==> src/include/fp_defs.svh <==
`ifndef FP_DEFS_SVH
`define FP_DEFS_SVH

////////////////////////////////////////
// Binary32 format
////////////////////////////////////////

`define FP_EXP_W    8               // Exponent field.
`define FP_MAN_W    23              // Stored fraction.
`define FP_SIG_W    24              // Fraction plus hidden bit.
`define FP_PROD_W   48              // Full significand product.
`define FP_SHIFT_W  6               // Normalizer shift amount.

`define FP_BIAS     127
`define FP_EXP_MAX  255             // All-ones exponent.
`define FP_QNAN     32'h7FC00000    // Canonical quiet NaN.

////////////////////////////////////////
// Pipeline
////////////////////////////////////////

`define FP_LATENCY  3               // Input to output, in cycles.

`endif

==> src/fp_pkg.sv <==
`default_nettype none

`include "fp_defs.svh"

package fp_pkg;

	typedef logic [31:0] fp_word_t;

	typedef struct packed {
		logic invalid;
		logic overflow;
		logic underflow;
	} fp_flags_t;

	// Result class settled in stage 1.
	typedef enum logic [1:0] {
		FP_FINITE = 2'd0,
		FP_ZERO   = 2'd1,
		FP_INF    = 2'd2,
		FP_NAN    = 2'd3
	} fp_special_t;

	typedef struct packed {
		logic                            sign;
		logic signed [`FP_EXP_W+1:0]     exp;     // ea + eb - bias.
		logic        [`FP_PROD_W-1:0]    prod;
		fp_special_t                     special;
		logic                            invalid;
	} fp_prod_t;

	typedef struct packed {
		logic                            sign;
		logic signed [`FP_EXP_W+1:0]     exp;     // Exponent of bit 47.
		logic        [`FP_PROD_W-1:0]    sig;     // Leading one at bit 47.
		fp_special_t                     special;
		logic                            invalid;
	} fp_norm_t;

endpackage

`default_nettype wire

==> src/fp_stage_if.sv <==
`default_nettype none

// Plain valid strobe plus payload, no back-pressure.
interface fp_stage_if #(
	parameter type payload_t = logic
);

	logic     valid;
	payload_t data;

	modport src
	(
		output valid,
		output data
	);

	modport dst
	(
		input valid,
		input data
	);

endinterface

`default_nettype wire

==> src/fp_mul.sv <==
`default_nettype none

module fp_mul
	import fp_pkg::*;
(
	input  logic      clk,
	input  logic      rst,
	input  logic      in_valid,
	input  fp_word_t  a,
	input  fp_word_t  b,
	output logic      out_valid,
	output fp_word_t  result,
	output fp_flags_t flags
);

	////////////////////////////////////////
	// Stage links
	////////////////////////////////////////

	fp_stage_if #(.payload_t(fp_prod_t)) prod_if ();
	fp_stage_if #(.payload_t(fp_norm_t)) norm_if ();

	////////////////////////////////////////
	// Three-stage pipeline
	////////////////////////////////////////

	// Unpack, classify, 24 x 24 multiply.
	fp_mul_product u_product
	(
		.clk      (clk),
		.rst      (rst),
		.in_valid (in_valid),
		.a        (a),
		.b        (b),
		.prod     (prod_if.src)
	);

	// Leading-zero count and left shift.
	fp_normalizer u_normalizer
	(
		.clk  (clk),
		.rst  (rst),
		.prod (prod_if.dst),
		.norm (norm_if.src)
	);

	fp_round_pack u_round_pack
	(
		.clk       (clk),
		.rst       (rst),
		.norm      (norm_if.dst),
		.out_valid (out_valid),
		.result    (result),
		.flags     (flags)
	);

endmodule

`default_nettype wire

==> src/fp_mul_product.sv <==
`default_nettype none

`include "fp_defs.svh"

module fp_mul_product
	import fp_pkg::*;
(
	input  logic     clk,
	input  logic     rst,
	input  logic     in_valid,
	input  fp_word_t a,
	input  fp_word_t b,
	fp_stage_if.src  prod
);

	logic [`FP_EXP_W-1:0] exp_a, exp_b;
	logic [`FP_MAN_W-1:0] man_a, man_b;
	logic [`FP_EXP_W-1:0] eff_a, eff_b;
	logic [`FP_SIG_W-1:0] sig_a, sig_b;
	logic                 zero_a, zero_b;
	logic                 inf_a, inf_b;
	logic                 nan_a, nan_b;
	logic                 inf_times_zero;
	logic                 snan_in;
	fp_special_t          special;
	fp_prod_t             prod_next;

	////////////////////////////////////////
	// Unpack
	////////////////////////////////////////

	assign exp_a = a[30:23];
	assign exp_b = b[30:23];
	assign man_a = a[`FP_MAN_W-1:0];
	assign man_b = b[`FP_MAN_W-1:0];

	assign eff_a = (exp_a == '0) ? `FP_EXP_W'(1) : exp_a; // Subnormals use 1.
	assign eff_b = (exp_b == '0) ? `FP_EXP_W'(1) : exp_b;
	assign sig_a = {exp_a != '0, man_a};
	assign sig_b = {exp_b != '0, man_b};

	assign zero_a = (exp_a == '0) && (man_a == '0);
	assign zero_b = (exp_b == '0) && (man_b == '0);
	assign inf_a  = (exp_a == `FP_EXP_W'(`FP_EXP_MAX)) && (man_a == '0);
	assign inf_b  = (exp_b == `FP_EXP_W'(`FP_EXP_MAX)) && (man_b == '0);
	assign nan_a  = (exp_a == `FP_EXP_W'(`FP_EXP_MAX)) && (man_a != '0);
	assign nan_b  = (exp_b == `FP_EXP_W'(`FP_EXP_MAX)) && (man_b != '0);

	assign inf_times_zero = (inf_a && zero_b) || (zero_a && inf_b);
	assign snan_in        = (nan_a && !man_a[22]) || (nan_b && !man_b[22]); // Quiet bit clear.

	always_comb
	begin
		if (nan_a || nan_b || inf_times_zero)
			special = FP_NAN;
		else if (inf_a || inf_b)
			special = FP_INF;
		else if (zero_a || zero_b)
			special = FP_ZERO;
		else
			special = FP_FINITE;
	end

	always_comb
	begin
		prod_next.sign    = a[31] ^ b[31];
		prod_next.exp     = (`FP_EXP_W+2)'({2'b00, eff_a}) + (`FP_EXP_W+2)'({2'b00, eff_b})
		                    - (`FP_EXP_W+2)'(`FP_BIAS);
		prod_next.prod    = sig_a * sig_b;   // 24 x 24.
		prod_next.special = special;
		prod_next.invalid = inf_times_zero || snan_in;
	end

	always_ff @(posedge clk)
	begin
		if (rst)
			prod.valid <= 1'b0;
		else
			prod.valid <= in_valid;
	end

	always_ff @(posedge clk)
	begin
		prod.data <= prod_next;
	end

endmodule

`default_nettype wire

==> src/fp_normalizer.sv <==
`default_nettype none

`include "fp_defs.svh"

module fp_normalizer
	import fp_pkg::*;
(
	input  logic    clk,
	input  logic    rst,
	fp_stage_if.dst prod,
	fp_stage_if.src norm
);

	logic [`FP_SHIFT_W-1:0]    lz;
	logic [`FP_PROD_W-1:0]     sig_shift;
	logic signed [`FP_EXP_W+1:0] exp_adj;
	fp_special_t               special;
	fp_norm_t                  norm_next;

	////////////////////////////////////////
	// Leading-zero count
	////////////////////////////////////////

	// Highest set bit wins, all zero gives 48.
	always_comb
	begin
		lz = `FP_SHIFT_W'(`FP_PROD_W);
		for (int i = 0; i < `FP_PROD_W; i++)
		begin
			if (prod.data.prod[i])
				lz = `FP_SHIFT_W'(`FP_PROD_W - 1 - i);
		end
	end

	////////////////////////////////////////
	// Left shift, 0 to 48 places
	////////////////////////////////////////

	// Log shifter, one stage per bit of lz.
	always_comb
	begin
		sig_shift = prod.data.prod;
		for (int k = 0; k < `FP_SHIFT_W; k++)
		begin
			if (lz[k])
				sig_shift = sig_shift << (1 << k);
		end
	end

	// Leading one moves to bit 47, worth 2^(1 - lz).
	assign exp_adj = prod.data.exp + (`FP_EXP_W+2)'(1) - (`FP_EXP_W+2)'(lz);

	always_comb
	begin
		if ((prod.data.special == FP_FINITE) && (lz == `FP_SHIFT_W'(`FP_PROD_W)))
			special = FP_ZERO;   // Empty product.
		else
			special = prod.data.special;
	end

	always_comb
	begin
		norm_next.sign    = prod.data.sign;
		norm_next.exp     = exp_adj;
		norm_next.sig     = sig_shift;
		norm_next.special = special;
		norm_next.invalid = prod.data.invalid;
	end

	always_ff @(posedge clk)
	begin
		if (rst)
			norm.valid <= 1'b0;
		else
			norm.valid <= prod.valid;
	end

	always_ff @(posedge clk)
	begin
		norm.data <= norm_next;
	end

endmodule

`default_nettype wire

==> src/fp_round_pack.sv <==
`default_nettype none

`include "fp_defs.svh"

module fp_round_pack
	import fp_pkg::*;
(
	input  logic      clk,
	input  logic      rst,
	fp_stage_if.dst   norm,
	output logic      out_valid,
	output fp_word_t  result,
	output fp_flags_t flags
);

	logic [`FP_MAN_W-1:0]        frac;
	logic                        guard;
	logic                        sticky;
	logic                        round_up;
	logic [`FP_MAN_W:0]          frac_rnd;   // Extra bit catches the carry.
	logic                        carry;
	logic signed [`FP_EXP_W+1:0] exp_rnd;
	logic                        tiny;
	logic                        huge;
	fp_word_t                    result_next;
	fp_flags_t                   flags_next;

	////////////////////////////////////////
	// Round to nearest even
	////////////////////////////////////////

	assign frac     = norm.data.sig[46:24];
	assign guard    = norm.data.sig[23];
	assign sticky   = |norm.data.sig[22:0];
	assign round_up = guard && (sticky || frac[0]);

	assign frac_rnd = {1'b0, frac} + (`FP_MAN_W+1)'(round_up);
	assign carry    = frac_rnd[`FP_MAN_W];   // Fraction wrapped to zero.
	assign exp_rnd  = norm.data.exp + (`FP_EXP_W+2)'(carry);

	assign tiny = norm.data.exp < 1;         // Checked before rounding.
	assign huge = exp_rnd >= `FP_EXP_MAX;

	////////////////////////////////////////
	// Pack
	////////////////////////////////////////

	always_comb
	begin
		result_next = {norm.data.sign, {`FP_EXP_W{1'b0}}, {`FP_MAN_W{1'b0}}};
		flags_next  = '0;

		case (norm.data.special)
			FP_FINITE:
			begin
				if (tiny)
					flags_next.underflow = 1'b1;   // Flush to signed zero.
				else if (huge)
				begin
					result_next = {norm.data.sign, {`FP_EXP_W{1'b1}}, {`FP_MAN_W{1'b0}}};
					flags_next.overflow = 1'b1;
				end
				else
					result_next = {norm.data.sign, exp_rnd[`FP_EXP_W-1:0],
					               frac_rnd[`FP_MAN_W-1:0]};
			end
			FP_ZERO:
				result_next = {norm.data.sign, {`FP_EXP_W{1'b0}}, {`FP_MAN_W{1'b0}}};
			FP_INF:
				result_next = {norm.data.sign, {`FP_EXP_W{1'b1}}, {`FP_MAN_W{1'b0}}};
			default:
				result_next = `FP_QNAN;
		endcase

		flags_next.invalid = norm.data.invalid;   // From stage 1.
	end

	always_ff @(posedge clk)
	begin
		if (rst)
		begin
			out_valid <= 1'b0;
			flags     <= '0;
		end
		else
		begin
			out_valid <= norm.valid;
			flags     <= norm.valid ? flags_next : '0;   // Quiet between results.
		end
	end

	always_ff @(posedge clk)
	begin
		result <= result_next;
	end

endmodule

`default_nettype wire

==> config.mk <==
export PLATFORM = sky130hd
export DESIGN_NAME = fp_mul
export DESIGN_NICKNAME = d
export VERILOG_FILES = /design/src/fp_pkg.sv /design/src/fp_stage_if.sv /design/src/fp_mul.sv /design/src/fp_mul_product.sv /design/src/fp_normalizer.sv /design/src/fp_round_pack.sv
export VERILOG_INCLUDE_DIRS = /design/src /design/src/include
export SDC_FILE = /design/constraint.sdc
export NUM_CORES = 2
export LEC_CHECK = 0
export ABC_CLOCK_PERIOD_IN_PS = 11800
export BUFFER_PORTS_ARGS = -buffer_cell sky130_fd_sc_hd__buf_4
export CAP_MARGIN = 20
export CORE_MARGIN = 4
export CORE_UTILIZATION = 40
export CTS_CLUSTER_SIZE = 30
export DETAILED_ROUTE_END_ITERATION = 10
export GPL_ROUTABILITY_DRIVEN = 0
export PLACE_DENSITY = 0.61
export SETUP_SLACK_MARGIN = 0.3
export SLEW_MARGIN = 5
export SYNTH_ARGS = -nofsm -noshare
export SYNTH_HDL_FRONTEND = slang
export SYNTH_SLANG_ARGS = --single-unit
==> constraint.sdc <==
create_clock -name clk -period 11.8 [get_ports clk]
set_input_delay 0.59 -clock clk [delete_from_list [all_inputs] [get_ports clk]]
set_output_delay 0.59 -clock clk [all_outputs]
set_load 0.02 [all_outputs]
==> run metrics <==
post-CTS setup buffers=0; CTS-repair resized insts=0; global-route wire length before repair=between 100 and 150 mm; total wire length=between 70 and 80 mm; Filler Cell Count=around 6700; final period utilization=61.5%; Final Core Density=43.3%; Synth top area share=35.5%; Worst Clk Skew=11.8 ps; most common cell in the netlist=inv_1; DP Wirelength=between 50 and 60 mm; syn_nets=3869; # hold bufs at CTS=0; via count=21700; final net count=approximately 3800; pin count of the biggest net entering global routing=47; row count=95; GRT Overall Usage=21.5%; pre-CTS setup slack=4230 ps; Starting Density=40.5%; IO Count=between 100 and 150; share of flip-flops with an asynchronous set or reset=0%; sequential area share after synthesis=11.8%; clock-pin slew on the worst setup and hold paths=around 70 ps; Tightest Pin Transition=between 1000 and 1500 ps; outcome=complete, no violations; Final Slew Violations=0; initial drt markers=1883; First-pass DRT Iterations=6; share of cells above drive strength 1=6.49%; IO buf count=102; post-route ant nets=0; total gr overflow=0; Largest delay share family, worst path=adder cells; Die Span X=269 um; CTS Root Cell=clkbuf_16; Top cell by count, worst path=fa_1; H-tree levels=4; worst hold-check path type=in -> reg; worst path cell trace=buf_4, nand2_1, fa_1, inv_1, fa_1, inv_1, fa_1, fa_1, inv_1, fa_1, inv_1, fa_1, inv_1, fa_1, ha_1, nor2_1, nor3b_1, nor4_1, a211oi_1, o211ai_1, o31ai_1, a21o_1, a21oi_1, xnor2_1; critical path startpoint category=input pin; Skew-Pair Late Insertion Delay=440 ps; WP buf/inv=6; max-cap viol count=0; reg-to-reg endpoint=u_normalizer.norm.data[60]$_DFF_P_; Fmax=138 MHz; WHS Path Cells=2; most instantiated cells after synthesis=529 x inv_1, 484 x fa_1, 453 x nand2_1; vias in the first global route=22600; Max-Slew Margin vs Limit=19.8%; R2R Setup Slk=around 6900 ps; drc violations=0; Critical Path AT=~7600 ps; Post-synth EDFFs=0; setup_tns=0 ps; Worst R2R Start=u_product.prod.data[7]$_DFF_P_; RSZ-0062 raised after global routing=no; post-synth cell types=82; Final WS setup=4540 ps; Setup CP Type=in -> reg; synthesized instance count=between 3000 and 4000; element type at the critical path end=flip-flop; Post-Syn Area=0.0273 sq mm; CTS tree=built; core area=0.0674 sq mm; Worst Reg-to-Reg Cells=18; Fin. Hold Viols=0; min Tclk post-route=7260 ps; total clock sinks=161; CP Max Fanout=25; P&R area growth vs syn=6.91%; Final Non-Filler Cells=3971; critical path's largest stage delay=600 ps; wire length per cell=19.5 um; critical path data required time=12130 ps; predominant post-synthesis flop cell=dfxtp_1; largest cells by area after synthesis=fa_1 36%, dfxtp_1 12%, ha_1 9.4%, inv_1 7.3%, nand2_1 6.2%; dpl cells=3938; Die ar.=~0.072 sq mm; antenna violations before repair=2; CTS Buffer Depth=2; Hold Path Sink=u_product.prod.valid$_SDFF_PP0_; total CTS buffers=17; Synth area leader=fa_1; Slowest cell on crit path=a211oi_1; die height=269 um; Hold Crit Start=rst; Final Setup Violations=0; Synth Warn #=0; syn avg cell area=8.76 sq um; critical path depth=24; Yosys reg bits=161; Via-to-Cell Ratio=5.46
[state kept, by name, summed over array words and instances, names as in the netlist]
name / flops
u_product.prod.data: 62
u_round_pack.result: 32
u_normalizer.norm.valid: 1
u_round_pack.out_valid: 1
u_round_pack.flags: 3
u_product.prod.valid: 1
u_normalizer.norm.data: 61
[layout make-up]
cell class	instances	area (sq um)	share of cell area, %
multi-input cells	2257	21400	73.4
flip-flops and latches	161	3220	11.0
repair buffers	114	856	2.93
clock inverters	14	155	0.532
diodes	1	2.50	0.00858
well taps	873	1090	3.74
clock buffers	18	439	1.51
inverters	533	2000	6.86
[layout by cell type (no fill, tap or decap), types with 50 or more instances in the layout]
master	netlist	final
a21oi_1	76	76
and2_1	222	222
buf_4	3	114
dfxtp_1	161	161
fa_1	484	484
ha_1	204	204
inv_1	529	529
mux2i_1	56	56
nand2_1	453	453
nand3_1	50	50
nor2_1	125	125
o21ai_0	71	71
xnor2_1	59	59
[kinds of logic (layout without fill, tap and decap cells)]
logic type / count (synthesis) / in the layout / synth area share [%]
flip-flops: 161 / 161 / 11.8
other: 0 / 1 / 0
multiplexers: 79 / 79 / 3.05
XOR/XNOR: 91 / 91 / 2.92
AND/OR/NAND/NOR: 1030 / 1030 / 18.3
AO/OA/AOI/OAI: 369 / 369 / 9.32
adder cells (fa/ha/maj): 688 / 688 / 44.9
buffers and inverters: 696 / 679 / 9.75
[worst reg2reg max path, stage by stage (launching register included)]
cell and delay [ps]:
dfxtp_1 520, nand2b_1 150, o311ai_0 150, a311oi_1 580, o211ai_2 150, buf_4 220, nand2_4 510, inv_2 460
ha_1 320, ha_1 230, fa_1 460, a21oi_1 170, nor2_1 50, nor2_1 150, o21bai_1 90, a21oi_1 230
o21bai_1 90, a21oi_1 180, xnor2_1 130
[through the flow]
step | cell area (sq um) | hold slack (ps)
detailed placement | 28600 | 313
CTS | 29200 | 302
global route | 29200 | 300
floorplan | 27300 | 310
finish | 29200 | 318
global placement | 28600 | 311
[layer usage]
layer	part of all wire, %	wire length, um	up-vias	global-route usage (%)
li1	-	-	9802	-
met4	2.4	1850	0	5.42
met2	45	35100	975	34.3
met3	8.8	6820	150	4.05
met1	44	33900	10800	30.3
met5	0	0	-	0
[worst max-delay path by stage]
stage,to,from,slack [ps]
final,u_product.prod.data[41]$_DFF_P_,b[9],4540
after global routing,u_product.prod.data[41]$_DFF_P_,b[9],4170
after CTS,u_product.prod.data[41]$_DFF_P_,b[3],4660
after detailed placement,u_product.prod.data[41]$_DFF_P_,b[3],4230
after global placement,u_product.prod.data[41]$_DFF_P_,b[9],4270
after floorplan,u_product.prod.data[50]$_DFF_P_,a[30],4870
Power is not shown: default switching activity piles up to over one toggle a cycle in this logic, so the estimate is an artifact.
